[config.mk]
export PLATFORM = sky130hd
export DESIGN_NAME = hazard_unit
export DESIGN_NICKNAME = d
export VERILOG_FILES = /design/src/mips_pkg.sv /design/src/hazard_unit.sv
export SDC_FILE = /design/constraint.sdc
export NUM_CORES = 1
export LEC_CHECK = 0
export ABC_CLOCK_PERIOD_IN_PS = 1400
export BUFFER_PORTS_ARGS = -buffer_cell sky130_fd_sc_hd__buf_2
export CAP_MARGIN = 20
export CORE_UTILIZATION = 26
export DETAILED_ROUTE_END_ITERATION = 8
export PLACE_DENSITY_LB_ADDON = 0.3
export SYNTH_ARGS = -nofsm -noshare
export SYNTH_HDL_FRONTEND = slang
export SYNTH_SLANG_ARGS = --single-unit
[constraint.sdc]
create_clock -name vclk -period 1.4
set_input_delay 0.21 -clock vclk [all_inputs]
set_output_delay 0.21 -clock vclk [all_outputs]
set_load 0.005 [all_outputs]
[src/mips_pkg.sv]
`default_nettype none

package mips_pkg;

	//////////////////////////////////////////////////
	// Opcode and function fields
	localparam logic [5:0] OP_RTYPE = 6'h00; // add, sub, and, or, slt
	localparam logic [5:0] OP_ADDI  = 6'h08;
	localparam logic [5:0] OP_LW    = 6'h23;
	localparam logic [5:0] OP_SW    = 6'h2b;
	localparam logic [5:0] OP_BEQ   = 6'h04;

	localparam logic [5:0] FN_ADD = 6'h20;
	localparam logic [5:0] FN_SUB = 6'h22;
	localparam logic [5:0] FN_AND = 6'h24;
	localparam logic [5:0] FN_OR  = 6'h25;
	localparam logic [5:0] FN_SLT = 6'h2a;

	//////////////////////////////////////////////////
	// Instruction word, two views of the same bits
	typedef struct packed {
		logic [5:0] opcode;
		logic [4:0] rs;
		logic [4:0] rt;
		logic [4:0] rd;
		logic [4:0] shamt; // Ignored by this core
		logic [5:0] funct;
	} r_fields_t;

	typedef struct packed {
		logic [5:0]  opcode;
		logic [4:0]  rs;
		logic [4:0]  rt; // Destination for addi and lw
		logic [15:0] imm16;
	} i_fields_t;

	typedef union packed {
		r_fields_t r;
		i_fields_t i;
	} instr_t;

	//////////////////////////////////////////////////
	// Datapath select codes
	typedef enum logic [2:0] {
		ALU_ADD = 3'd0,
		ALU_SUB = 3'd1,
		ALU_AND = 3'd2,
		ALU_OR  = 3'd3,
		ALU_SLT = 3'd4
	} alu_op_e;

	typedef enum logic [1:0] {
		FWD_REG = 2'd0, // Value read in decode
		FWD_MEM = 2'd1, // From EX/MEM
		FWD_WB  = 2'd2  // From MEM/WB
	} fwd_sel_e;

endpackage

`default_nettype wire

[src/hazard_unit.sv]
`timescale 1ns/1ns
`default_nettype none

module hazard_unit (
	input  logic [4:0]         id_rs,
	input  logic [4:0]         id_rt,
	input  logic               id_valid,
	input  logic               id_mem_read,
	input  logic [4:0]         id_dst,
	input  logic [4:0]         ex_dst,
	input  logic               ex_reg_write,
	input  logic               ex_valid,
	input  logic [4:0]         wb_dst,
	input  logic               wb_valid,
	input  mips_pkg::instr_t   if_instr,
	input  logic               if_valid,
	output mips_pkg::fwd_sel_e fwd_a,
	output mips_pkg::fwd_sel_e fwd_b,
	output logic               stall
);

	import mips_pkg::*;

	logic mem_writes;
	logic load_in_ex;

	function automatic fwd_sel_e pick_src(input logic [4:0] src);
		if (mem_writes && ex_dst == src) begin
			return FWD_MEM; // Newest value wins
		end
		if (wb_valid && wb_dst == src) begin
			return FWD_WB;
		end
		return FWD_REG;
	endfunction

	assign mem_writes = ex_valid && ex_reg_write && (ex_dst != 5'd0);

	assign fwd_a = id_valid ? pick_src(id_rs) : FWD_REG;
	assign fwd_b = id_valid ? pick_src(id_rt) : FWD_REG;

	// Load in execute feeding the instruction in decode
	assign load_in_ex = id_valid && id_mem_read && (id_dst != 5'd0);
	assign stall = load_in_ex && if_valid &&
		(id_dst == if_instr.r.rs || id_dst == if_instr.r.rt);

endmodule

`default_nettype wire

After elaboration in Yosys (flattened, before gate mapping)
Index checks and enable logic that the tools add are counted.
{ "word_totals": {"register_bits": 0, "elab_cells": 35, "out_inout_bits": 5} }
{ "classes": {"eq_ne": 6, "mux": 16, "reduce_logical": 13} }
{ "ops": {"columns": ["op", "n"], "rows": [
  ["== test 5 bit", 6],
  ["two-way mux 2 bit", 10],
  ["logical AND 1 bit", 10],
  ["nonzero test 5 bit", 2],
  ["two-way mux 1 bit", 6],
  ["logical OR 1 bit", 1]
]} }

Logic depth before layout (Yosys ltp)
{ "depth": {"word_depth": 8, "depth_mapped": 4, "depth_no_buf": 4} }

Worst setup path before layout
Ideal clock, no wire load.
{ "synth_timing": {"path_kind": "input port to output port", "start": "input port ex_dst[3]", "end": "output port fwd_a[1]", "path_buffers": 0, "setup_slack_ns": -0.077, "arrival_ns": 1.267, "cell_stages": 4, "required_time_ns": 1.190, "path_cell_list": "or4_1 o211ai_2 nor4_1 nor4_2"} }
{ "synth_via": {"elab_chain_cells": 6, "word_cells_on_any_way": 7, "cone_classes": "eq/ne: 1; mux: 3; reduce/logical: 3"} }
{ "synth_rtl": {"columns": ["element", "line_no", "text"], "rows": [
  ["start, declared", "hazard_unit.sv:10", "input logic [4:0] ex_dst,"],
  ["nonzero test 5 bit", "hazard_unit.sv:37", "assign mem_writes = ex_valid && ex_reg_write && (ex_dst != 5'd0);"],
  ["logical AND 1 bit", "hazard_unit.sv:37", null],
  ["logical AND 1 bit *", "hazard_unit.sv:28", "if (mem_writes && ex_dst == src) begin"],
  ["two-way mux 1 bit *", "hazard_unit.sv:28", null],
  ["two-way mux 2 bit *", "hazard_unit.sv:31", "if (wb_valid && wb_dst == src) begin"],
  ["two-way mux 2 bit *", "hazard_unit.sv:39", "assign fwd_a = id_valid ? pick_src(id_rs) : FWD_REG;"],
  ["end, declared", "hazard_unit.sv:17", "output mips_pkg::fwd_sel_e fwd_a,"]
]} }
Every way passes the cells marked *; elsewhere a longest branch is shown, timed or not.

Worst setup path after layout
{ "layout_timing": {"start": "input port ex_dst[3]", "end": "output port fwd_b[1]"} }
{ "layout_via": {"elab_chain_cells": 6, "word_cells_on_any_way": 7, "cone_classes": "eq/ne: 1; mux: 3; reduce/logical: 3"} }
{ "layout_rtl": {"columns": ["element", "line_no", "text"], "rows": [
  ["nonzero test 5 bit", "hazard_unit.sv:37", null],
  ["logical AND 1 bit", "hazard_unit.sv:37", null],
  ["logical AND 1 bit *", "hazard_unit.sv:28", null],
  ["two-way mux 1 bit *", "hazard_unit.sv:28", null],
  ["two-way mux 2 bit *", "hazard_unit.sv:31", null],
  ["two-way mux 2 bit *", "hazard_unit.sv:40", "assign fwd_b = id_valid ? pick_src(id_rt) : FWD_REG;"],
  ["end, declared", "hazard_unit.sv:18", "output mips_pkg::fwd_sel_e fwd_b,"]
]} }
Marked as above.

==> metrics.md <==
| Metric | Value |
|---|---|
| Outcome | complete, but fails checks |
| Failing checks | setup timing |
| Largest net degree at the start of global routing | 5 |
| Syn_nets | around 120 |
| Peak VDD IR | around 0.13 mV |
| Via density | ~4.5 |
| Max FO, Critical Path | 2 |
| Setup ws final | -0.2485 ns |
| Syn Inst Count | 52 |
| Yosys warns | 0 |
| Crit path DAT | between 1 and 1.5 ns |
| Number of max-cap violations | 0 |
| Layout net count | roughly 180 |
| # IOs | between 60 and 70 |
| Final hold vios | 0 |
| DRC viols | 0 |
| Worst Max-Slew Pin Slew | ~0.42 ns |
| CP Launch Type | input pin |
| Antenna Cells | 0 |
| DIE WIDTH | between 40 and 50 µm |
| FF/Latch Area | 0 µm² |
| Cts hold-fix bufs | 0 |
| I/O Buffers | between 40 and 50 |
| HP Class | in2out |
| Worst hold path depth | 4 |
| Fmax | between 600 and 700 MHz |
| DR WL/cell | about 12 µm |
| Initial antenna violation count | 0 |
| Critical Path End Type | output pin |
| Row count | 13 |
| Starting density of the core | ~30% |
| Seq Cell Count | 0 |
| Post-synthesis sequential area ratio | 0% |
| Placed Cells | between 100 and 150 |
| Total GRT Usage | 15.89% |
| Layout Cells excl Fill | between 100 and 150 |
| Synth Cell Area | between 400 and 500 µm² |
| Core area | ~1400 µm² |
| WP data required | ~1.2 ns |
| Die area | roughly 1700 µm² |
| P per Cell Area | about 280 nW/µm² |
| Initial drt markers | 19 |
| Final period util | 117.8% |
| Tmin final | approximately 1.6 ns |
| Mean Syn Cell Area | 7.820 µm² |
| First-pass GRT wire length | 2290 µm |
| Post-synth cell types | 16 |
| RSZ-0062 raised after global routing | true |
| GRT overflow | 0 |
| Final slew viol count | 0 |
| Number of global-route vias before repair | 571 |
| Layout cells sized above 1 | a little over three fifths |
| TritonRoute pass-1 iters | 4 |
| Clkbuf count | 0 |
| Area delta synth->final | 99.08% |
| CP Class | in2out |
| Die Y | about 42 µm |
| Leakage power | between 0.0003 and 0.0004 µW |
| Routed Wire Length | 1465 µm |
| ANT nets after route | 0 |
| Setup violations, final | 4 |
| Relative slew margins | 71.99% |
| Filler cells | ~140 |
| GP Congestion | ~0.81 |
| Post-detail-place hpwl | roughly 1200 µm |
| DR vias | 568 |
| Place WS | -0.2916 ns |
-- cell usage after synthesis --
| master | number | area [µm²] |
|---|---|---|
| xnor2_1 | 17 | 148.9 |
| xor2_1 | 11 | 96.34 |
| o2111ai_1 | 1 | 8.760 |
| nand2_1 | 2 | 7.510 |
| and2_1 | 2 | 12.51 |
| nor3_1 | 2 | 10.01 |
| nor4_2 | 2 | 25.02 |
| nand4_1 | 1 | 6.260 |
| or4_1 | 2 | 15.01 |
| nor4_1 | 2 | 12.51 |
| a221o_1 | 1 | 10.01 |
| o211ai_2 | 1 | 12.51 |
| o221ai_1 | 1 | 8.760 |
| a21oi_1 | 1 | 5.000 |
| nand3_1 | 4 | 20.02 |
| inv_1 | 2 | 7.510 |
-- power by group --
part | total (µW) | internal [µW] | switching, µW
clock | 0 | 0 | 0
combinational | 229 | 130 | 98.6
sequential | 0 | 0 | 0
-- worst paths after layout --
check	to	from	slack [ns]
worst min-delay path	stall	id_mem_read	0.72
worst max-delay path	fwd_b[1]	ex_dst[3]	-0.25
-- metrics by stage --
stage	total power [µW]	instance area, µm²	hold slack, ns	TNS, ns	util, %
floorplan	86.58	416.7	0.5180	-0.01734	-
global placement	206.2	755.7	0.7315	-0.9606	54.66
detailed placement	209.0	755.7	0.7413	-1.088	54.66
CTS	216.3	778.2	0.7257	-0.9209	56.29
global route	248.9	809.5	0.7324	-1.190	58.55
finish	229.0	809.5	0.7234	-0.8716	58.55
-- logic make-up (layout without fill, tap and decap cells) --
| logic type | count (synthesis) | after routing | synth area share, % |
|---|---|---|---|
| xor gates and xnor gates | 28 | 28 | 60.31 |
| AOI/OAI and AO/OA | 5 | 5 | 11.08 |
| and+or+nand+nor | 17 | 17 | 26.77 |
| buffers and inverters | 2 | 60 | 1.847 |
-- metal layers --
| layer | share of wire [%] | global-route usage, % |
|---|---|---|
| met5 | 0 | 0 |
| met3 | 3.2 | 0 |
| met2 | 57 | 30.94 |
| met4 | 0 | 0 |
| met1 | 40 | 20.52 |
-- cell usage in the layout (no fill, tap or decap) --
cell type / instances
nor4_1: 1
o211ai_2: 1
inv_1: 2
buf_2: 43
nand4_1: 1
nor3_2: 2
a221o_1: 1
or4_4: 2
nand3_1: 4
xnor2_2: 2
buf_4: 12
o221ai_1: 1
xor2_1: 11
a21oi_1: 1
nor4_2: 3
buf_6: 3
xnor2_1: 15
o2111ai_2: 1
nand2_1: 2
and2_1: 2
-- timing repair --
item | in CTS | in global routing
resized for setup | 4 | 5
setup buffers | 0 | 0
setup endpoints to repair | 5 | 5
pin swaps | 4 | 2
-- cell type report --
class                      count  area (µm²)  area share [%]
multi-input combinational     50       444.2           54.87
timing repair buffer          58       339.1           41.89
tap                           15       18.77           2.318
inverter                       2       7.507          0.9274
-- worst max-delay path: stages --
cell	delay [ns]
buf_6	0.09
or4_4	0.52
o211ai_2	0.19
nor4_2	0.07
nor4_2	0.21
buf_2	0.15
No activity file was read; power rests on OpenSTA's default activity.
