[src/mips_pkg.sv]
`default_nettype none

package mips_pkg;

	//////////////////////////////////////////////////
	// Opcode and function fields
	localparam logic [5:0] OP_RTYPE = 6'h00; // add, sub, and, or, slt
	localparam logic [5:0] OP_ADDI  = 6'h08;
	localparam logic [5:0] OP_LW    = 6'h23;
	localparam logic [5:0] OP_SW    = 6'h2b;
	localparam logic [5:0] OP_BEQ   = 6'h04;

	localparam logic [5:0] FN_ADD = 6'h20;
	localparam logic [5:0] FN_SUB = 6'h22;
	localparam logic [5:0] FN_AND = 6'h24;
	localparam logic [5:0] FN_OR  = 6'h25;
	localparam logic [5:0] FN_SLT = 6'h2a;

	//////////////////////////////////////////////////
	// Instruction word, two views of the same bits
	typedef struct packed {
		logic [5:0] opcode;
		logic [4:0] rs;
		logic [4:0] rt;
		logic [4:0] rd;
		logic [4:0] shamt; // Ignored by this core
		logic [5:0] funct;
	} r_fields_t;

	typedef struct packed {
		logic [5:0]  opcode;
		logic [4:0]  rs;
		logic [4:0]  rt; // Destination for addi and lw
		logic [15:0] imm16;
	} i_fields_t;

	typedef union packed {
		r_fields_t r;
		i_fields_t i;
	} instr_t;

	//////////////////////////////////////////////////
	// Datapath select codes
	typedef enum logic [2:0] {
		ALU_ADD = 3'd0,
		ALU_SUB = 3'd1,
		ALU_AND = 3'd2,
		ALU_OR  = 3'd3,
		ALU_SLT = 3'd4
	} alu_op_e;

	typedef enum logic [1:0] {
		FWD_REG = 2'd0, // Value read in decode
		FWD_MEM = 2'd1, // From EX/MEM
		FWD_WB  = 2'd2  // From MEM/WB
	} fwd_sel_e;

endpackage

`default_nettype wire

[src/fetch_stage.sv]
`timescale 1ns/1ns
`default_nettype none

module fetch_stage #(
	parameter int PC_BITS = 7
) (
	input  logic               clk,
	input  logic               rst,
	input  logic               enable,
	input  logic               stall,
	input  logic               branch_taken,
	input  logic [PC_BITS-1:0] branch_target,
	input  logic               imem_we,
	input  logic [PC_BITS-1:0] imem_addr,
	input  logic [31:0]        imem_data,
	output logic               if_valid,
	output logic [PC_BITS-1:0] if_pc_next,
	output mips_pkg::instr_t   if_instr
);

	logic [31:0] imem [0:(1 << PC_BITS) - 1]; // Word addressed program store
	logic [PC_BITS-1:0] pc;
	logic [PC_BITS-1:0] pc_plus1;
	logic advance;

	assign pc_plus1 = pc + 1'b1;
	assign advance = enable && !branch_taken && !stall; // Normal fetch step

	always_ff @(posedge clk) begin
		if (imem_we) begin
			imem[imem_addr] <= imem_data; // Load port, used while halted
		end
	end

	always_ff @(posedge clk) begin
		if (rst) begin
			pc <= '0;
			if_valid <= 1'b0;
		end else if (enable) begin
			if (branch_taken) begin
				pc <= branch_target; // Redirect
				if_valid <= 1'b0; // Squash younger fetch
			end else if (!stall) begin
				pc <= pc_plus1;
				if_valid <= 1'b1;
			end
		end
	end

	// IF/ID payload
	always_ff @(posedge clk) begin
		if (advance) begin
			if_instr <= imem[pc];
			if_pc_next <= pc_plus1;
		end
	end

endmodule

`default_nettype wire

[config.mk]
export PLATFORM = sky130hd
export DESIGN_NAME = fetch_stage
export DESIGN_NICKNAME = d
export VERILOG_FILES = /design/src/mips_pkg.sv /design/src/fetch_stage.sv
export SDC_FILE = /design/constraint.sdc
export NUM_CORES = 2
export LEC_CHECK = 0
export BUFFER_PORTS_ARGS = -buffer_cell sky130_fd_sc_hd__buf_2
export CORE_UTILIZATION = 25
export CTS_BUF_LIST = sky130_fd_sc_hd__clkbuf_2
export DETAILED_ROUTE_END_ITERATION = 16
export GPL_TIMING_DRIVEN = 0
export PLACE_DENSITY = 0.43
export SLEW_MARGIN = 20
export SYNTH_ARGS = -nofsm -noshare
export SYNTH_HDL_FRONTEND = slang
export SYNTH_SLANG_ARGS = --single-unit
export TNS_END_PERCENT = 10
[constraint.sdc]
create_clock -name clk -period 3.8 [get_ports clk]
set_input_delay 0 -clock clk [delete_from_list [all_inputs] [get_ports clk]]
set_output_delay 0 -clock clk [all_outputs]
set_load 0.05 [all_outputs]
; ---- Yosys cells after proc, flatten, opt, wreduce, memory -nomap -nowiden
; Memories as Yosys holds them, arrays and structs flattened. A register that Yosys moved wholly into a read port is not among the register bits.
; Cells that the tools add are included.
; W data, S select, Z words.
[classes]
n_reduce_logical = 5
eq_ne = 1
addsub = 1
n_mux = 6
[ops]
columns = operator, n
row1 = $mux W7, 2
row2 = $add A7 B1 Y7 const B, 1
row3 = $mux W1, 4
row4 = $logic_and A1 B1 Y1, 2
row5 = $logic_not A1 Y1, 2
row6 = $ne A2 B1 Y1 const B, 1
row7 = $reduce_and A2 Y1, 1
[totals]
reg_bits = 15
mem_bits_rw = 4096
inputBits = 52
n_memories = 1
[mem_list]
columns = memory, depth, width, read_ports, rd_clocked_by_memory_dff, write_ports, line_no
row1 = imem, 128, 32, 1, 1, 1, fetch_stage.sv:21  ; logic [31:0] imem [0:(1 << PC_BITS) - 1];

; ---- Longest topological paths before layout
[depth]
word_depth = 3
mapped_depth = 12

; ---- Worst setup path before layout
; OpenSTA, ideal clock, no wires.
[synth_timing]
path_kind = input-to-reg
start = in branch_taken
end = reg if_instr[0] (netlist name) (read register of imem), enable pin
required_time_ns = 3.308
arrival_ns = 3.341
setup_slack_ns = -0.033
cell_stages = 3
setup_time_ns = 0.492
cell_sequence = clkbuf_1 > clkbuf_1 > nor3b_1
[synth_via]
elab_chain_len = 3
[synth_lines]
columns = item, line_no
row1 = start: declaration, fetch_stage.sv:11  ; input logic branch_taken,
row2 = $logic_not A1 Y1, fetch_stage.sv:27  ; assign advance = enable && !branch_taken && !stall;
row3 = $logic_and A1 B1 Y1 (2 in a row), fetch_stage.sv:27
row4 = named net advance, fetch_stage.sv:24  ; logic advance;
row5 = end: declaration, fetch_stage.sv:18  ; output mips_pkg::instr_t if_instr
; The timed path passes the listed nets, and every way through them passes these cells.
; A chain may end at the register's enable or synchronous reset.

==> flow_summary.toml <==
[yosys]
syn-mean-instance-area_um2 = 22.3
netlist_area_um2 = 159000
postSynthRegisterBits = 4143
synth_top_flop_cell = "sky130_fd_sc_hd__edfxtp_1"
synthCells = 7112
synth-edff-count = 4135
asyncSetResetFlopFracSynth_pct = 0
yosys_warnings = 0
ys_seq_area_share_pct = 78.4
synthesis.nets = 7165
synth.lib_cells_used.distinct = 60

[finish]
post_route_cells_drive_above_1_share_pct = 39.7
multi_input_comb_area_um2 = 34300
n_fill_cell = 61600
final_cells = 18100
area_delta_synth_final_pct = 21.5
most_common_cell_after_layout_fill_and_taps_aside = "sky130_fd_sc_hd__edfxtp_1"
final_core_util_pct = 30.5
final_cell_mix = "sky130_fd_sc_hd__edfxtp_1 (4135), sky130_fd_sc_hd__clkbuf_2 (1699), sky130_fd_sc_hd__mux4_2 (893)"
seq_area_um2 = 124000
nNetsFinal = 9060

[timing]
post-route-period-util_pct = 107
grt_setup_unrepaired = "yes"
max-slew-margin-rel_pct = 19.0
finClkSkew_ps = 261
fin_hold_ws_ps = 350
final-max-slew-violation-count = 0
report.final.hold_viol_count = 0
fin_ws_ps = -265
achievable-frequency_ghz = 0.246
report.final.setup_viol = 46
post-route-min-period_ps = 4070
max_slew.worst_pin.slew_ps = 1210

[grt]
grt_antenna_before_repair = 75
grt_pass1_vias = 90000
grt_start_max_net_pins = 97
grt_pass1_wl_um = 808000
all_layer_gr_usage_pct = 19.0
grt_overflow = 0

[worst_setup_path]
worst-r2r-cell-count = 10
r2r_start = "pc[0]"
timing_worst_setup_path_type = "register to register"
rr_endpoint = "if_instr[22]"
cp_slowest_stage_delay_ps = 730
buffer_and_inverter_count_on_the_worst_path = 5
reg2reg_slack_ps = -270
critical-path-top-delay-family = "buffers and inverters"
crit_arrival_ps = 6180
worst-path-stages = 10
endpoint_kind = "register"
startpoint_type = "register"
path_max_fanout = 10
crit_chain = "buf_4 > buf_8 > buf_8 > nor2_2 > buf_2 > buf_2 > a22oi_1 > a21o_1 > nand4_1 > a22oi_2"
required_time_of_the_worst_setup_path_ps = 5920
max_stage_delay_cell_worst_path = "sky130_fd_sc_hd__a22oi_2"

[floorplan]
floorplan.initialDensity_pct = 25.1
rows = 292
die_ar_um2 = 638000
die_x_um = 799
top_level_pins = 92
fp.dieH_um = 799
design.core.area_um2 = 632000

[clock_network]
numClockSinks = 4143
clkTransAtPathRegs_ps = 100
htreeDepth = 7
root_buffer = "sky130_fd_sc_hd__clkbuf_2"
clock_tree_from_tritoncts = "done"
clkLatencyLatePin_ps = 2400
tritoncts.num_buffers = 1161
cts.path.max_buffers = 5

[power]
leakagePower_nw = 60.2
power_density_nw_per_um2 = 462
power_frac_comb_pct = 8.9
clock_power_share_pct = 34.5
p_int_w = 0.0651
p_switching_w = 0.0239
power.sequential.fraction_pct = 56.7
ir_worst_vdd_mv = 0.303
totalPowerFinal_w = 0.0890
switching_share_pct = 26.9

[route]
routed-via-count = 88200
postRouteAntennaNets = 0
drt_pass1_iterations = 6
vias_per_std_cell = 4.87
iteration_0_drc_count_of_the_detailed_router = 12000
drcViolationCount = 0
wl_per_cell_um = 34.0
routed_wl_um = 615000

[placed_design]
port-buffer-count = 86
hpwl_dp_um = 435000
place.detailed.instances = 16000
routability_congestion_estimate_from_global_placement = 0.872
placement_stage_worst_setup_slack_ps = -1770

[min_path]
worst_min_delay_path_endpoint = "imem[121][17]"
worst_hold_path_stage_count = 6
hold_path.startpoint = "imem_data[17]"
worstHoldPathType = "input port to register"

[job]
drv.max_cap_violation_count = 0

[outcome]
violations = "setup timing"
run_status = "finished with violations"
## area by class of cell
cell class / count / share of cell area [%]
Antenna cell: 51 / 0.0662
Sequential cell: 4143 / 64.5
Timing Repair Buffer: 733 / 5.72
Buffer: 411 / 1.63
Tap cell: 8379 / 5.44
Inverter: 4 / 0.0110
Clock inverter: 198 / 0.550
Multi-Input combinational cell: 2553 / 17.8
Clock buffer: 1647 / 4.28
## per-layer routing
| metal | up-vias | part of all wire, % | track usage, % |
|---|---|---|---|
| met3 | 940 | 9.3 | 5.69 |
| met5 | - | 0.046 | 0.277 |
| met1 | 47800 | 40 | 24.5 |
| met2 | 4790 | 47 | 30.0 |
| met4 | 8 | 3.6 | 7.78 |
| li1 | 34700 | - | - |
## what timing repair did
item | CTS | global route
endpoints found under the setup margin | 37 | 75
buffers inserted | 2 | 0
endpoints found under the hold margin | 8239 | 47
gates resized for setup | 331 | 108
hold buffers | 261 | 3
cloned | 0 | 0
pin swaps | 10 | 7
## metrics by stage
step / instance area [um^2] / setup TNS (ps)
global route: 193000 / -2950
global placement: 170000 / -7132060
floorplan: 159000 / 0
finish: 193000 / -4910
detailed placement: 178000 / -46210
CTS: 192000 / -1340
## cells in the mapped netlist, drive strengths merged (25+ instances only)
cell type	count	area, um^2
mux2	72	811
nor2	193	729
o22ai	47	294
mux2i	361	3610
nor4	25	156
nand3	36	180
clkbuf	106	403
a22oi	232	1740
a221oi	27	236
nor2b	43	269
and3	26	163
o21ai	35	175
a21oi	178	891
edfxtp	4135	124000
a211oi	32	240
mux4	893	20100
nand2	152	571
buf	306	2160
## tightest hold or removal path: stages
cell	delay, ps
sky130_fd_sc_hd__dlygate4sd3_1	530
sky130_fd_sc_hd__dlygate4sd3_1	540
sky130_fd_sc_hd__dlygate4sd3_1	570
sky130_fd_sc_hd__buf_6	90
sky130_fd_sc_hd__dlygate4sd3_1	620
sky130_fd_sc_hd__buf_16	240
## kinds of logic (layout without fill, tap and decap cells)
| kind of cell | after synthesis | after routing | synth area share, % |
|---|---|---|---|
| muxes | 1326 | 1326 | 15.5 |
| DFF | 4143 | 4143 | 78.4 |
| other | 0 | 51 | 0 |
| and+or+nand+nor | 516 | 516 | 1.46 |
| buffers and inverters | 416 | 2993 | 1.62 |
| AOI/OAI and AO/OA | 705 | 705 | 3.07 |
| adders and majority gates | 1 | 1 | 0.00788 |
| xor gates and xnor gates | 5 | 5 | 0.0276 |
## state kept, by name (all words and copies together), names as in the netlist
name and flops:
if_instr 32, pc 7, if_valid 1, if_pc_next 7, imem 4096
## how the worst max path moves through the flow
| stage | to | from | slack (ps) |
|---|---|---|---|
| floorplan | imem[98][0] | imem_we | 560 |
| global placement | imem[76][8] | imem_addr[3] | -4970 |
| detailed placement | if_instr[19] | pc[2] | -1770 |
| CTS | if_instr[8] | pc[2] | -150 |
| global route | if_instr[4] | branch_taken | -140 |
| finish | if_instr[22] | pc[0] | -270 |
## power groups by stage
stage | logic, W | clock network [W] | registers, W
after floorplan | 0.00286 | 0 | 0.0516
after global placement | 0.00666 | 0 | 0.0516
after detailed placement | 0.00713 | 0 | 0.0515
after CTS | 0.00777 | 0.0315 | 0.0505
after global routing | 0.00804 | 0.0337 | 0.0505
final | 0.00789 | 0.0307 | 0.0505
No activity file was read; power rests on OpenSTA's default activity.
