===== config.mk =====
export PLATFORM = sky130hd
export DESIGN_NAME = execute_stage
export DESIGN_NICKNAME = d
export VERILOG_FILES = /design/src/mips_pkg.sv /design/src/execute_stage.sv
export SDC_FILE = /design/constraint.sdc
export NUM_CORES = 1
export LEC_CHECK = 0
export BUFFER_PORTS_ARGS = -buffer_cell sky130_fd_sc_hd__buf_2
export CAP_MARGIN = 15
export CORE_MARGIN = 4
export CORE_UTILIZATION = 44
export CTS_CLUSTER_SIZE = 24
export DETAILED_ROUTE_END_ITERATION = 12
export PLACE_DENSITY = 0.67
export SETUP_SLACK_MARGIN = 0.5
export SLEW_MARGIN = 30
export SYNTH_ARGS = -nofsm -noshare
export SYNTH_HDL_FRONTEND = slang
export SYNTH_SLANG_ARGS = --single-unit

===== constraint.sdc =====
create_clock -name clk -period 13.34 [get_ports clk]
set_input_delay 2.668 -clock clk [delete_from_list [all_inputs] [get_ports clk]]
set_output_delay 2.668 -clock clk [all_outputs]
set_load 0.03 [all_outputs]

===== src/mips_pkg.sv =====
`default_nettype none

package mips_pkg;

	//////////////////////////////////////////////////
	// Opcode and function fields
	localparam logic [5:0] OP_RTYPE = 6'h00; // add, sub, and, or, slt
	localparam logic [5:0] OP_ADDI  = 6'h08;
	localparam logic [5:0] OP_LW    = 6'h23;
	localparam logic [5:0] OP_SW    = 6'h2b;
	localparam logic [5:0] OP_BEQ   = 6'h04;

	localparam logic [5:0] FN_ADD = 6'h20;
	localparam logic [5:0] FN_SUB = 6'h22;
	localparam logic [5:0] FN_AND = 6'h24;
	localparam logic [5:0] FN_OR  = 6'h25;
	localparam logic [5:0] FN_SLT = 6'h2a;

	//////////////////////////////////////////////////
	// Instruction word, two views of the same bits
	typedef struct packed {
		logic [5:0] opcode;
		logic [4:0] rs;
		logic [4:0] rt;
		logic [4:0] rd;
		logic [4:0] shamt; // Ignored by this core
		logic [5:0] funct;
	} r_fields_t;

	typedef struct packed {
		logic [5:0]  opcode;
		logic [4:0]  rs;
		logic [4:0]  rt; // Destination for addi and lw
		logic [15:0] imm16;
	} i_fields_t;

	typedef union packed {
		r_fields_t r;
		i_fields_t i;
	} instr_t;

	//////////////////////////////////////////////////
	// Datapath select codes
	typedef enum logic [2:0] {
		ALU_ADD = 3'd0,
		ALU_SUB = 3'd1,
		ALU_AND = 3'd2,
		ALU_OR  = 3'd3,
		ALU_SLT = 3'd4
	} alu_op_e;

	typedef enum logic [1:0] {
		FWD_REG = 2'd0, // Value read in decode
		FWD_MEM = 2'd1, // From EX/MEM
		FWD_WB  = 2'd2  // From MEM/WB
	} fwd_sel_e;

endpackage

`default_nettype wire


===== src/execute_stage.sv =====
`timescale 1ns/1ns
`default_nettype none

module execute_stage #(
	parameter int PC_BITS = 7
) (
	input  logic               clk,
	input  logic               rst,
	input  logic               enable,
	input  logic               id_valid,
	input  mips_pkg::alu_op_e  id_alu_op,
	input  logic               id_alu_src,
	input  logic               id_mem_read,
	input  logic               id_mem_write,
	input  logic               id_reg_write,
	input  logic               id_branch,
	input  logic [31:0]        id_data_a,
	input  logic [31:0]        id_data_b,
	input  logic [31:0]        id_imm,
	input  logic [4:0]         id_dst,
	input  logic [PC_BITS-1:0] id_pc_next,
	input  mips_pkg::fwd_sel_e fwd_a,
	input  mips_pkg::fwd_sel_e fwd_b,
	input  logic [31:0]        mem_fwd_data,
	input  logic [31:0]        wb_fwd_data,
	output logic               branch_taken,
	output logic [PC_BITS-1:0] branch_target,
	output logic               ex_valid,
	output logic [31:0]        ex_result,
	output logic [31:0]        ex_store_data,
	output logic [4:0]         ex_dst,
	output logic               ex_mem_read,
	output logic               ex_mem_write,
	output logic               ex_reg_write
);

	import mips_pkg::*;

	logic [31:0] op_a;
	logic [31:0] op_b; // Also the store data
	logic [31:0] alu_b;
	logic [31:0] alu_y;

	function automatic logic [31:0] fwd_mux(input fwd_sel_e sel, input logic [31:0] reg_val,
		input logic [31:0] mem_val, input logic [31:0] wb_val);
		case (sel)
			FWD_MEM: return mem_val;
			FWD_WB: return wb_val;
			default: return reg_val;
		endcase
	endfunction

	assign op_a = fwd_mux(fwd_a, id_data_a, mem_fwd_data, wb_fwd_data);
	assign op_b = fwd_mux(fwd_b, id_data_b, mem_fwd_data, wb_fwd_data);
	assign alu_b = id_alu_src ? id_imm : op_b;

	always_comb begin
		case (id_alu_op)
			ALU_SUB: alu_y = op_a - alu_b;
			ALU_AND: alu_y = op_a & alu_b;
			ALU_OR: alu_y = op_a | alu_b;
			ALU_SLT: alu_y = {31'd0, $signed(op_a) < $signed(alu_b)};
			default: alu_y = op_a + alu_b; // add, addi, address calc
		endcase
	end

	// beq resolves here, offset in words from pc+1
	assign branch_taken = id_valid && id_branch && (op_a == op_b);
	assign branch_target = id_pc_next + id_imm[PC_BITS-1:0];

	//////////////////////////////////////////////////
	// EX/MEM register
	always_ff @(posedge clk) begin
		if (rst) begin
			ex_valid <= 1'b0;
			ex_mem_read <= 1'b0;
			ex_mem_write <= 1'b0;
			ex_reg_write <= 1'b0;
		end else if (enable) begin
			ex_valid <= id_valid;
			ex_mem_read <= id_mem_read;
			ex_mem_write <= id_mem_write;
			ex_reg_write <= id_reg_write;
		end
	end

	always_ff @(posedge clk) begin
		if (enable) begin
			ex_result <= alu_y;
			ex_store_data <= op_b;
			ex_dst <= id_dst;
		end
	end

endmodule

`default_nettype wire


== Yosys cells after proc, flatten, opt, wreduce, memory -nomap -nowiden ==
Cells that the tools add are included.
Cells by class
  $lt $le $gt $ge: 1
  bitwise operators: 2
  add/subtract/negate cells: 3
  mux-type cells: 4
  eq/ne operators: 9
  reduce and logical (&&, ||, !) cells: 2
Operator list (count)
  $pmux 32 s2: 2
  $pmux 32 s4: 1
  $add 32x32->32: 1
  $and 32x32->32: 1
  $eq 32x32->1: 1
  $lt 32x32->1: 1
  $mux 32: 1
  $or 32x32->32: 1
  $sub 32x32->32: 1
  $add 7x7->7: 1
  $eq 3x2->1 const B: 2
  $eq 2x1->1 const B: 2
  $eq 2x2->1 const B: 2
  $eq 3x1->1 const B: 1
  $eq 3x3->1 const B: 1
  $logic_and 1x1->1: 2
Storage, ports and cells
  output and inout port bits: 81
  bits in registers: 73
  bits of input ports: 188

== Depth between registers and ports, before layout ==
  depth after elaboration: 5
  depth in mapped cells: 19
  mapped depth without buffers: 18

== Worst setup path before layout ==
No wires, ideal clock.
  path kind: input -> output
  from: in fwd_a[0]
  to: out branch_taken
  stages: 9
  buffers on the path: 2
  path slack: 5.710 ns
  arrival: 4.962 ns
  cell sequence: inv_1 ha_1 clkbuf_1 buf_1 a21oi_1 xor2_1 nor4_1 nand3_1 nor3_1
Between the ends
  word-level cells in the longest chain between the ends: 4
RTL lines
  from (decl): line execute_stage.sv:22  | input mips_pkg::fwd_sel_e fwd_a,
  $eq 2x2->1 / $eq 2x1->1 (equally long branches): line execute_stage.sv:46  | case (sel)
  $pmux 32 s2 (*): line execute_stage.sv:46
  $eq 32x32->1 (*): line execute_stage.sv:68  | assign branch_taken = id_valid && id_branch && (op_a == op_b);
  $logic_and 1x1->1 (*): line execute_stage.sv:68
  to (decl): line execute_stage.sv:26  | output logic branch_taken,
Mark *: on every way between the ends. The rest lies on a longest branch, timed or not.

== Worst setup path after layout ==
Ends and elaborated chain as after synthesis.

==> out/metrics.cfg <==
[timing]
tns_ns=0
relSlewSlack_pct=40.9
tightest_slew_ns=0.883
rsz0062_at_grt=no
setup_violations=0
timing.fmax_mhz=123
post-route-period-util_pct=60.8
drv_slew=0
fin_crit_ns=8.12
hold_viol=0
fin_skew_ns=0

[drt]
wl_mm=37.6
routed_via_density=6.05
drt_iter0_markers=961
antenna_left=0
firstDrtPassIters=8
wl_per_cell_um=22.0
drcViolationCount=0
vias=10300

[place]
io_buffers=268
gp_congestion=0.975
place_hpwl_mm=29.7

[worst_setup_path]
worstPathArrival_ns=5.45
crit_buf_inv=4
cp_max_fo=64
startpoint=fwd_a[0]
crit_chain=buf_2, inv_1, ha_2, buf_4, nor2_1, a21oi_1, xnor2_1, nor4_1, nand4_1, nor3_1, buf_2
rrSetupSlack_ns=12.74
worst_setup_path_start_kind=input pin
end_kind=output port
max_stage_delay_ns=0.56
r2r_end=ex_valid$_SDFFE_PP0P_
regToRegStartpoint=ex_valid$_SDFFE_PP0P_
critPathKind=in2out
critPathTopFamily=buffers and inverters
cpMostUsedCell=buf_2
critPathRequiredTime_ns=10.67
slowest_stage=a21oi_1
reg2regPathDepth=2

[hold_path]
min_path_cells=2
min_to=ex_reg_write$_SDFFE_PP0P_
holdCritStartpoint=ex_reg_write$_SDFFE_PP0P_
hold_path.class=reg2reg

[final_layout]
layout.nets=1728
regArea_sq_um=2150
drive_above_1_share_pct=22.1
fillers=2028
final_util_pct=54.5
area_growth_pct=19.9
multi_input_area_sq_um=6400

[die]
die_w_um=153
dieArea_sq_um=23600
initial_core_util_pct=45.4
boundaryPins=269
rows=52
core_area_sq_um=20500
chipHeight_um=153

[global_route]
grt_pass1_wl_mm=56.8
grt_max_degree=74
antenna_found_initial=2
grt_pass1_vias=9884
overflow=0
track_usage_pct=30.5

[clock_network]
clk_latency_ns=0.36
numClockSinks=73
post_cts_buffers=0
cts-root-buf=clkbuf_16
holdBufCountCts=0
cts_htree_levels=3
cts_resized=0
clkSlewWorstSetupHoldPaths_ns=0.07
cts_tree=done
cts_buffers=9
cts_buffer_depth=2

[run_status]
outcome=finished, final reports clean

[logic_synthesis]
syn_nets=1514
synthCells=1217
ys_types=70
ys_ff_latch=73
synth_flop_cell=edfxtp_1
syn_area_sq_um=9310
synth_top_area_share_pct=22.3
ys_warn_count=0
yosysTopAreaCell=edfxtp_1
seq_area_frac_synth_pct=23.1
synth_common_cells=inv_1, a21oi_1, nor2_1
synth_area_leaders=edfxtp_1, ha_1, a21oi_1
synth-edff-count=69
synthMostInstantiatedCell=inv_1
syn_avg_cell_area_sq_um=7.65
async_reset_ff_share_pct=0

[power_and_ir_drop]
ir_drop_mv=0.0725
powerDensity_nw_per_um2=110
power_leakage_uw=0.00524

[job]
maxCapViolCount=0

==> state kept, by name, summed over array words and instances (netlist names) <==
name and cells:
ex_result 32, ex_mem_write 1, ex_mem_read 1, ex_dst 5
ex_store_data 32, ex_valid 1, ex_reg_write 1
==> through the flow <==
step / std cells / instance area, sq um / setup WS [ns] / total power, uW / hold slack, ns
6_report: 1707 / 11200 / 5.22 / 1230 / 0.507
5_1_grt: 1707 / 11200 / 5.05 / 1300 / 0.545
4_1_cts: 1705 / 11100 / 5.30 / 1210 / 0.503
3_5_place_dp: 1689 / 10800 / 5.30 / 969 / 0.477
3_3_place_gp: 1688 / 10800 / 5.15 / 967 / 0.470
2_1_floorplan: 1217 / 9310 / 5.71 / 765 / 0.630
==> routing by layer <==
layer	wire length (um)	track usage (%)	vias up	part of all wire, %
li1	-	-	4845	-
met1	15700	42.8	4763	42
met2	16500	47.1	646	44
met3	4120	6.45	70	11
met4	1160	9.63	2	3.1
met5	8	0	-	0.021
==> cells in the final DEF, fill, tap and decap left out, types with 10 or more instances in the layout <==
| master | instances |
|---|---|
| xnor2_1 | 18 |
| o211ai_1 | 15 |
| xor2_1 | 21 |
| a21oi_1 | 136 |
| a221o_1 | 18 |
| inv_1 | 145 |
| buf_2 | 267 |
| o221ai_1 | 18 |
| nor2b_1 | 12 |
| a211oi_1 | 10 |
| ha_1 | 104 |
| nor2_1 | 128 |
| nand3_1 | 11 |
| o21a_1 | 18 |
| nand2_1 | 80 |
| edfxtp_1 | 69 |
| o21ai_0 | 70 |
| nor3_1 | 12 |
| o31ai_1 | 16 |
| o22ai_1 | 14 |
| nor4_1 | 15 |
| o21bai_1 | 17 |
| a22oi_1 | 71 |
==> worst min-delay path: cells and delay by family (launching register included) <==
family | cells | cell delay, ns
flip-flops | 1 | 0.33
multiplexers | 1 | 0.07
AND/OR/NAND/NOR | 1 | 0.07
==> kinds of logic (layout without fill, tap and decap cells) <==
kind of cell             after synthesis  count (layout)  synth area share, %
multiplexers                           9               9                0.995
AO/OA/AOI/OAI                        466             466                 33.8
other                                  0               1                    0
buffers and inverters                219             438                 8.84
adder cells (fa/ha/maj)              109             109                 14.9
XOR/XNOR                              41              41                 3.86
flip-flops                            73              73                 23.1
AND/OR/NAND/NOR                      300             300                 14.5
==> worst max path at each step <==
stage | end | slack [ns] | cells past startpoint
2_1_floorplan | branch_taken | 5.71 | 9
3_3_place_gp | branch_taken | 5.15 | 10
3_5_place_dp | branch_taken | 5.30 | 11
4_1_cts | branch_taken | 5.30 | 11
5_1_grt | branch_taken | 5.05 | 11
6_report | branch_taken | 5.22 | 11
==> power breakdown <==
part           internal (uW)  switching, uW  total [uW]
sequential               295           8.93         304
clock                    129            115         244
combinational            230            450         680
total                    654            574        1230
==> layout make-up <==
type / count / share of cell area, %
multi-input cells: 925 / 57.3
inverters: 145 / 4.88
clock buffers: 9 / 2.02
diodes: 1 / 0.0224
clock inverters: 7 / 0.538
repair buffers: 277 / 12.9
well taps: 270 / 3.03
flip-flops and latches: 73 / 19.3
No activity file was read; power rests on OpenSTA's default activity.
