File: config.mk
export PLATFORM = sky130hd
export DESIGN_NAME = decode_stage
export DESIGN_NICKNAME = d
export VERILOG_FILES = /design/src/mips_pkg.sv /design/src/decode_stage.sv
export SDC_FILE = /design/constraint.sdc
export NUM_CORES = 2
export LEC_CHECK = 0
export ABC_CLOCK_PERIOD_IN_PS = 2460
export BUFFER_PORTS_ARGS = -buffer_cell sky130_fd_sc_hd__buf_2
export CAP_MARGIN = 25
export CORE_UTILIZATION = 38
export DETAILED_ROUTE_END_ITERATION = 10
export PLACE_DENSITY_LB_ADDON = 0.12
export SLEW_MARGIN = 20
export SYNTH_ARGS = -nofsm -noshare
export SYNTH_HDL_FRONTEND = slang
export SYNTH_SLANG_ARGS = --single-unit
File: constraint.sdc
create_clock -name clk -period 2.46 [get_ports clk]
set_input_delay 0.123 -clock clk [delete_from_list [all_inputs] [get_ports clk]]
set_output_delay 0.123 -clock clk [all_outputs]
set_load 0.005 [all_outputs]
File: src/mips_pkg.sv
`default_nettype none

package mips_pkg;

	//////////////////////////////////////////////////
	// Opcode and function fields
	localparam logic [5:0] OP_RTYPE = 6'h00; // add, sub, and, or, slt
	localparam logic [5:0] OP_ADDI  = 6'h08;
	localparam logic [5:0] OP_LW    = 6'h23;
	localparam logic [5:0] OP_SW    = 6'h2b;
	localparam logic [5:0] OP_BEQ   = 6'h04;

	localparam logic [5:0] FN_ADD = 6'h20;
	localparam logic [5:0] FN_SUB = 6'h22;
	localparam logic [5:0] FN_AND = 6'h24;
	localparam logic [5:0] FN_OR  = 6'h25;
	localparam logic [5:0] FN_SLT = 6'h2a;

	//////////////////////////////////////////////////
	// Instruction word, two views of the same bits
	typedef struct packed {
		logic [5:0] opcode;
		logic [4:0] rs;
		logic [4:0] rt;
		logic [4:0] rd;
		logic [4:0] shamt; // Ignored by this core
		logic [5:0] funct;
	} r_fields_t;

	typedef struct packed {
		logic [5:0]  opcode;
		logic [4:0]  rs;
		logic [4:0]  rt; // Destination for addi and lw
		logic [15:0] imm16;
	} i_fields_t;

	typedef union packed {
		r_fields_t r;
		i_fields_t i;
	} instr_t;

	//////////////////////////////////////////////////
	// Datapath select codes
	typedef enum logic [2:0] {
		ALU_ADD = 3'd0,
		ALU_SUB = 3'd1,
		ALU_AND = 3'd2,
		ALU_OR  = 3'd3,
		ALU_SLT = 3'd4
	} alu_op_e;

	typedef enum logic [1:0] {
		FWD_REG = 2'd0, // Value read in decode
		FWD_MEM = 2'd1, // From EX/MEM
		FWD_WB  = 2'd2  // From MEM/WB
	} fwd_sel_e;

endpackage

`default_nettype wire

File: src/decode_stage.sv
`timescale 1ns/1ns
`default_nettype none

module decode_stage #(
	parameter int PC_BITS = 7
) (
	input  logic               clk,
	input  logic               rst,
	input  logic               enable,
	input  logic               stall,
	input  logic               branch_taken,
	input  logic               if_valid,
	input  mips_pkg::instr_t   if_instr,
	input  logic [PC_BITS-1:0] if_pc_next,
	input  logic               wb_valid,
	input  logic [4:0]         wb_dst,
	input  logic [31:0]        wb_data,
	output logic               id_valid,
	output mips_pkg::alu_op_e  id_alu_op,
	output logic               id_alu_src,
	output logic               id_mem_read,
	output logic               id_mem_write,
	output logic               id_reg_write,
	output logic               id_branch,
	output logic [31:0]        id_data_a,
	output logic [31:0]        id_data_b,
	output logic [31:0]        id_imm,
	output logic [4:0]         id_rs,
	output logic [4:0]         id_rt,
	output logic [4:0]         id_dst,
	output logic [PC_BITS-1:0] id_pc_next
);

	import mips_pkg::*;

	logic [31:0] rf [0:31];
	alu_op_e dec_alu_op;
	logic dec_alu_src;
	logic dec_mem_read;
	logic dec_mem_write;
	logic dec_reg_write;
	logic dec_branch;
	logic [4:0] dec_dst;
	logic [31:0] rd_a;
	logic [31:0] rd_b;
	logic [31:0] imm_ext;

	//////////////////////////////////////////////////
	// Control decode
	always_comb begin
		dec_alu_op = ALU_ADD;
		dec_alu_src = 1'b0;
		dec_mem_read = 1'b0;
		dec_mem_write = 1'b0;
		dec_reg_write = 1'b0;
		dec_branch = 1'b0;
		dec_dst = if_instr.i.rt; // I-type writes rt
		case (if_instr.r.opcode)
			OP_RTYPE: begin
				dec_dst = if_instr.r.rd;
				dec_reg_write = 1'b1;
				case (if_instr.r.funct)
					FN_ADD: dec_alu_op = ALU_ADD;
					FN_SUB: dec_alu_op = ALU_SUB;
					FN_AND: dec_alu_op = ALU_AND;
					FN_OR: dec_alu_op = ALU_OR;
					FN_SLT: dec_alu_op = ALU_SLT;
					default: dec_reg_write = 1'b0; // Unknown funct, e.g. nop
				endcase
			end
			OP_ADDI: begin
				dec_alu_src = 1'b1;
				dec_reg_write = 1'b1;
			end
			OP_LW: begin
				dec_alu_src = 1'b1;
				dec_mem_read = 1'b1;
				dec_reg_write = 1'b1;
			end
			OP_SW: begin
				dec_alu_src = 1'b1;
				dec_mem_write = 1'b1;
			end
			OP_BEQ: begin
				dec_branch = 1'b1;
				dec_alu_op = ALU_SUB;
			end
			default: begin
				dec_reg_write = 1'b0; // Unsupported opcode runs as nop
			end
		endcase
	end

	assign imm_ext = {{16{if_instr.i.imm16[15]}}, if_instr.i.imm16};

	//////////////////////////////////////////////////
	// Register file, write-through on read
	always_ff @(posedge clk) begin
		if (rst) begin
			for (int i = 0; i < 32; i++) begin
				rf[i] <= '0;
			end
		end else if (wb_valid) begin
			rf[wb_dst] <= wb_data; // wb_valid never set for r0
		end
	end

	assign rd_a = (wb_valid && wb_dst == if_instr.r.rs) ? wb_data : rf[if_instr.r.rs];
	assign rd_b = (wb_valid && wb_dst == if_instr.r.rt) ? wb_data : rf[if_instr.r.rt];

	//////////////////////////////////////////////////
	// ID/EX register
	always_ff @(posedge clk) begin
		if (rst) begin
			id_valid <= 1'b0;
			id_mem_read <= 1'b0;
			id_mem_write <= 1'b0;
			id_reg_write <= 1'b0;
			id_branch <= 1'b0;
		end else if (enable) begin
			if (stall || branch_taken) begin
				id_valid <= 1'b0; // Bubble
				id_mem_read <= 1'b0;
				id_mem_write <= 1'b0;
				id_reg_write <= 1'b0;
				id_branch <= 1'b0;
			end else begin
				id_valid <= if_valid;
				id_mem_read <= if_valid & dec_mem_read;
				id_mem_write <= if_valid & dec_mem_write;
				id_reg_write <= if_valid & dec_reg_write;
				id_branch <= if_valid & dec_branch;
			end
		end
	end

	always_ff @(posedge clk) begin
		if (enable) begin
			id_alu_op <= dec_alu_op;
			id_alu_src <= dec_alu_src;
			id_data_a <= rd_a;
			id_data_b <= rd_b;
			id_imm <= imm_ext;
			id_rs <= if_instr.r.rs;
			id_rt <= if_instr.r.rt;
			id_dst <= dec_dst;
			id_pc_next <= if_pc_next;
		end
	end

endmodule

`default_nettype wire

### Yosys cells after proc, flatten, opt, wreduce, memory -nomap -nowiden

Memories as Yosys holds them, arrays and structs flattened.
Cells that the tools add are included.

| operators by class | value |
|---|---|
| bitwise logic cells | 4 |
| magnitude comparators | 0 |
| divide/modulo/power cells | 0 |
| add/subtract/negate cells | 0 |
| multipliers | 0 |
| muxes and demuxes | 24 |
| equality and inequality tests | 11 |
| reduce and logical (&&, ||, !) cells | 8 |
| shift-type cells | 0 |

Operators with widths:

| kind | count |
|---|---|
| 2-to-1 mux 32 bit | 3 |
| equality test 6 bit (second input constant) | 7 |
| OR reduction 32 bit | 1 |
| 2-to-1 mux 1 bit | 16 |
| one-hot mux 3 bit (4 select lines) | 1 |
| equality test 5 bit | 2 |
| 2-to-1 mux 5 bit | 2 |
| equality test 6 x 3 -> 1 bit (second input constant) | 1 |
| equality test 6 x 4 -> 1 bit (second input constant) | 1 |
| logical NOT 6 bit | 1 |
| one-hot mux 3 bit (2 select lines) | 1 |
| OR reduction 5 bit | 1 |
| bitwise AND 1 bit | 4 |
| OR reduction 3 bit | 1 |
| logical AND 1 bit | 2 |
| one-hot mux 1 bit (2 select lines) | 1 |
| OR reduction 2 bit | 1 |
| logical OR 1 bit | 1 |

| word-level totals | value |
|---|---|
| input port bits | 83 |
| memories kept | 1 |
| logic and storage cells | 62 |
| register bits | 111 |
| bits in writable memories | 1024 |
| ROM bits | 0 |
| bits in latches | 0 |
| output and inout port bits | 127 |

Memories:

| memory | words | bits a word | rd ports | clocked after Yosys merged registers in | write ports | line | text |
|---|---|---|---|---|---|---|---|
| rf | 32 | 32 | 2 | 0 | 32 | decode_stage.sv:36 | `logic [31:0] rf [0:31];` |

### Longest topological paths before layout

| depth | value |
|---|---|
| depth in word-level cells | 6 |
| mapped depth | 9 |
| gate-level depth less buffers | 5 |

### Worst setup path before layout

No wires, ideal clock.

| path | value |
|---|---|
| path kind | input-to-reg |
| start | input port wb_dst[0] |
| end | memory rf[20][0], enable pin |
| data arrival time | 1641 ps |
| cell stages on the path | 6 |
| required time | 2085 ps |
| buffers on the path | 3 |
| library setup time | 375 ps |
| setup slack | 444 ps |
| cell sequence | clkbuf_1 -> or3_1 -> clkbuf_1 -> buf_2 -> nor2_1 -> or2_2 |

RTL lines:

| element | line | text |
|---|---|---|
| start, declared | decode_stage.sv:16 | `input logic [4:0] wb_dst,` |
| end, declared | decode_stage.sv:36 |  |

### Worst setup path in the final report

| path | value |
|---|---|
| start | input port if_instr[16] (netlist name) |
| end | register id_data_b[1] (data pin) |

| between the ends | value |
|---|---|
| cells in the longest elaborated chain, start to end | 3 |
| elaborated cells between the ends (all ways) | 4 |
| classes of those cells | eq/ne: 1; mux: 1; reduce/logical: 1; memory: 1 |

Ends and longest elaborated chain:

| element | line | text |
|---|---|---|
| start, declared | decode_stage.sv:13 | `input mips_pkg::instr_t if_instr,` |
| branches (longest 2 deep; another with memory (32 x 32 bit)) | -- |  |
| 2-to-1 mux 32 bit * | decode_stage.sv:109 | `assign rd_b = (wb_valid && wb_dst == if_instr.r.rt) ? wb_data : rf[if_instr.r.rt];` |
| named net rd_b[1] | decode_stage.sv:45 | `logic [31:0] rd_b;` |
| end signal, assigned | decode_stage.sv:142 | `id_data_b <= rd_b;` |
| end, declared | decode_stage.sv:26 | `output logic [31:0] id_data_b,` |

Mark *: on every way through the listed nets, which the timed path passes.
A chain may end at the register's enable or synchronous reset.

==> summary.txt <==
Global route
  • GRT overflow: 0
  • Global-route wire length before repair: around 300000 um
  • Vias in the first global route: roughly 38000
  • Initial antenna violation count: 17
  • Global Route Usage Sum: 27.5%
  • Largest net degree at the start of global routing: 57

Run
  • Max cap viols: 0

Critical path
  • Critical path class: input pin to flip-flop
  • Critical path startpoint category: input pin
  • Critical Path AT: between 2 and 3 ns
  • CP Capture Type: flip-flop
  • Worst Path Max Fanout: 25
  • Critical Path RT: 2.96 ns

Timing
  • Final hold vios: 0
  • Rel. slew slack: 38.6%
  • RSZ-0062 raised after global routing: no
  • Final slew viol count: 0
  • Clock period minus worst slack: about 2.4 ns
  • F_max: around 420 MHz
  • Final setup TNS: 0 ns
  • Hold_ws: just over 0.04 ns
  • Layout Skew: 0.0187 ns
  • # setup viols final: 0
  • Period utilization: around 97%
  • Actual slew at the worst max-slew pin: just over 0.9 ns

Final layout
  • Post-Layout Cell Count: ~6500
  • Share of layout cells above drive strength 1: 28.7%
  • Final Core Density: 45.0%
  • Nets: about 4400
  • Post-layout instance area: slightly below 70000 um2
  • Most frequent cells in the layout: edfxtp_1 (1130), and2_1 (994), mux4_2 (351)
  • Synth-to-layout area growth: 17.3%
  • Fillers: ~14000
  • Most common library cell in the layout ignoring fill and taps: edfxtp_1

Clock network
  • Clk sinks: 1135
  • Clk_lat worst skew: around 0.76 ns
  • CTS root buffer: clkbuf_16
  • H-tree depth: 4
  • Num CTS Buffers: between 100 and 150
  • Clk slew on worst S/H paths: 0.06 ns
  • CTS tree: built
  • CTS Buffer Depth: 3

Pwr
  • P_leak: approximately 25 nW
  • Maximum vdd drop: ~0.59 mV
  • Power Density: approximately 700 nW/um2

Yosys
  • Ys Warns: 0
  • Ys async rst share: 0%
  • Sequential area share after synthesis: about 57%
  • Syn avg cell area: 14.7 um2
  • Yosys top cell area share: between 50% and 60%
  • EDFF count, synth: 1130
  • Total nets after synthesis: approximately 4100
  • Synth Register Bits: 1135
  • Synth Flop Type: edfxtp_1
  • Synth Instances: between 4000 and 5000
  • Top post-synthesis cells by area: edfxtp_1 (57%), mux4_2 (13%), and2_1 (10%)
  • Yosys top cell by area: edfxtp_1
  • Distinct cells, synth: 52
  • Post-Synthesis Cell Area: 59400 um2

Placed design
  • Final weighted congestion in routability-driven placement: approximately 0.82
  • Dpl cells: roughly 6200
  • Dpl cell area: ~65000 um2
  • I/O Buffers: 209
  • Dpl hpwl: 133000 um

Detailed routing
  • Routed WL: 219000 um
  • Final ANT Viol Nets: 0
  • Vias per cell: roughly 5.9
  • Final routed DRC violation total: 0
  • Wire per inst: between 30 and 40 um
  • Routed vias: between 30000 and 40000
  • 1st-iter DRT viols: 4200
  • Drt pass-1 iters: 6

Floorplanning
  • Core ar.: ~150000 um2
  • Die area: 158000 um2
  • Die height: 397 um
  • IO Pins: between 200 and 250
  • Cell Rows: approximately 140
  • Initial Utilization: about two fifths
  • Die width: a little under 400 um

Hold path
  • Hold WC Path Type: input pin to flip-flop

Outcome
  • Status: complete, no violations
-- registers in the layout, indices dropped and copies added, names as in the netlist --
signal / flops
id_rs: 5
id_dst: 5
id_alu_op: 3
id_imm: 16
id_mem_write: 1
id_branch: 1
id_reg_write: 1
id_pc_next: 7
id_data_b: 32
rf: 1024
id_mem_read: 1
id_alu_src: 1
id_data_a: 32
id_rt: 5
id_valid: 1
-- logic make-up (layout without fill, tap and decap cells) --
logic type      Yosys count  after routing  share of synthesized area (%)
simple gates           1321           1321                           13.2
flops                  1135           1135                           57.3
mux                     712            712                           19.6
buf+inv                 443            838                           3.78
compound gates          428            428                           6.05
xor+xnor                 10             10                          0.147
other cells               0              7                              0
-- routing by layer --
layer  vias up  part of all wire [%]  global-route usage [%]
met1     20200                    43                    38.6
li1      16100                     -                       -
met5         -                     0                       0
met3       318                   7.7                    4.48
met2      1865                    46                    43.1
met4         0                   3.7                    9.68
-- worst max-delay path, stage by stage --
cell	delay, ns
dlygate4sd3_1	0.57
buf_8	0.38
buf_4	0.29
mux4_2	0.51
mux2_2	0.30
o22ai_1	0.38
buf_4	0.20
o41ai_2	0.07
-- metrics by stage --
step           total power [mW]  worst slack [ns]
3_5_place_dp               29.0            -0.265
4_1_cts                    48.5            0.0464
3_3_place_gp               29.0            -0.272
5_1_grt                    49.6            0.0425
6_report                   48.3            0.0648
2_1_floorplan              26.3             0.444
-- cells in the mapped netlist (2+ instances only) --
cell type,n
a211oi_1,64
a21oi_1,36
a221oi_1,2
a22o_1,32
a22oi_1,97
and2_1,995
and3_1,3
buf_1,9
buf_12,2
buf_2,77
buf_4,36
buf_6,32
buf_8,6
clkbuf_1,276
clkbuf_4,2
dfxtp_1,5
edfxtp_1,1130
inv_1,3
mux2_2,74
mux2i_1,286
mux4_2,351
nand2_1,102
nand2b_1,8
nand3_1,5
nand3b_1,4
nor2_1,76
nor2b_1,37
nor3_1,35
nor4_1,4
nor4bb_1,2
o211ai_1,31
o21ai_0,4
o221ai_1,31
o22ai_1,63
o41ai_1,12
o41ai_2,52
or2_2,34
or3_1,6
or3b_2,4
xnor2_1,2
xor2_1,8
-- timing repair --
action                     4_1_cts  5_1_grt
buffers inserted                 0        0
hold buffers                    62        0
setup endpoints to repair        0        1
resized for setup                0        2
hold endpoints to repair       140        0
-- final timing paths --
kind	cells past startpoint	slack, ns	end	from
worst max-delay path	8	0.06	id_data_b[1]$_DFFE_PP_	if_instr[16]
worst min register to register	3	0.90	id_data_b[7]$_DFFE_PP_	rf[10][7]$_SDFFCE_PN0P_
worst max register to register	4	0.19	id_data_a[14]$_DFFE_PP_	rf[31][14]$_SDFFCE_PN0P_
worst min-delay path	2	0.04	rf[5][10]$_SDFFCE_PN0P_	wb_data[10]
-- power breakdown --
part           internal [mW]  switching, mW
combinational           2.47           3.17
sequential              22.5          0.649
clock                   11.2           8.31
total                   36.2           12.1
-- cell type report --
type | instances | area (um2) | area share, %
Timing Repair Buffer | 593 | 5360 | 7.69
Clock buffer | 163 | 3530 | 5.06
Antenna cell | 7 | 17.5 | 0.0252
Tap cell | 2044 | 2560 | 3.67
Sequential cell | 1135 | 34000 | 48.9
Multi-Input combinational cell | 2471 | 23500 | 33.7
Clock inverter | 79 | 673 | 0.967
Inverter | 3 | 11.3 | 0.0162
No activity file was read; power rests on OpenSTA's default activity.
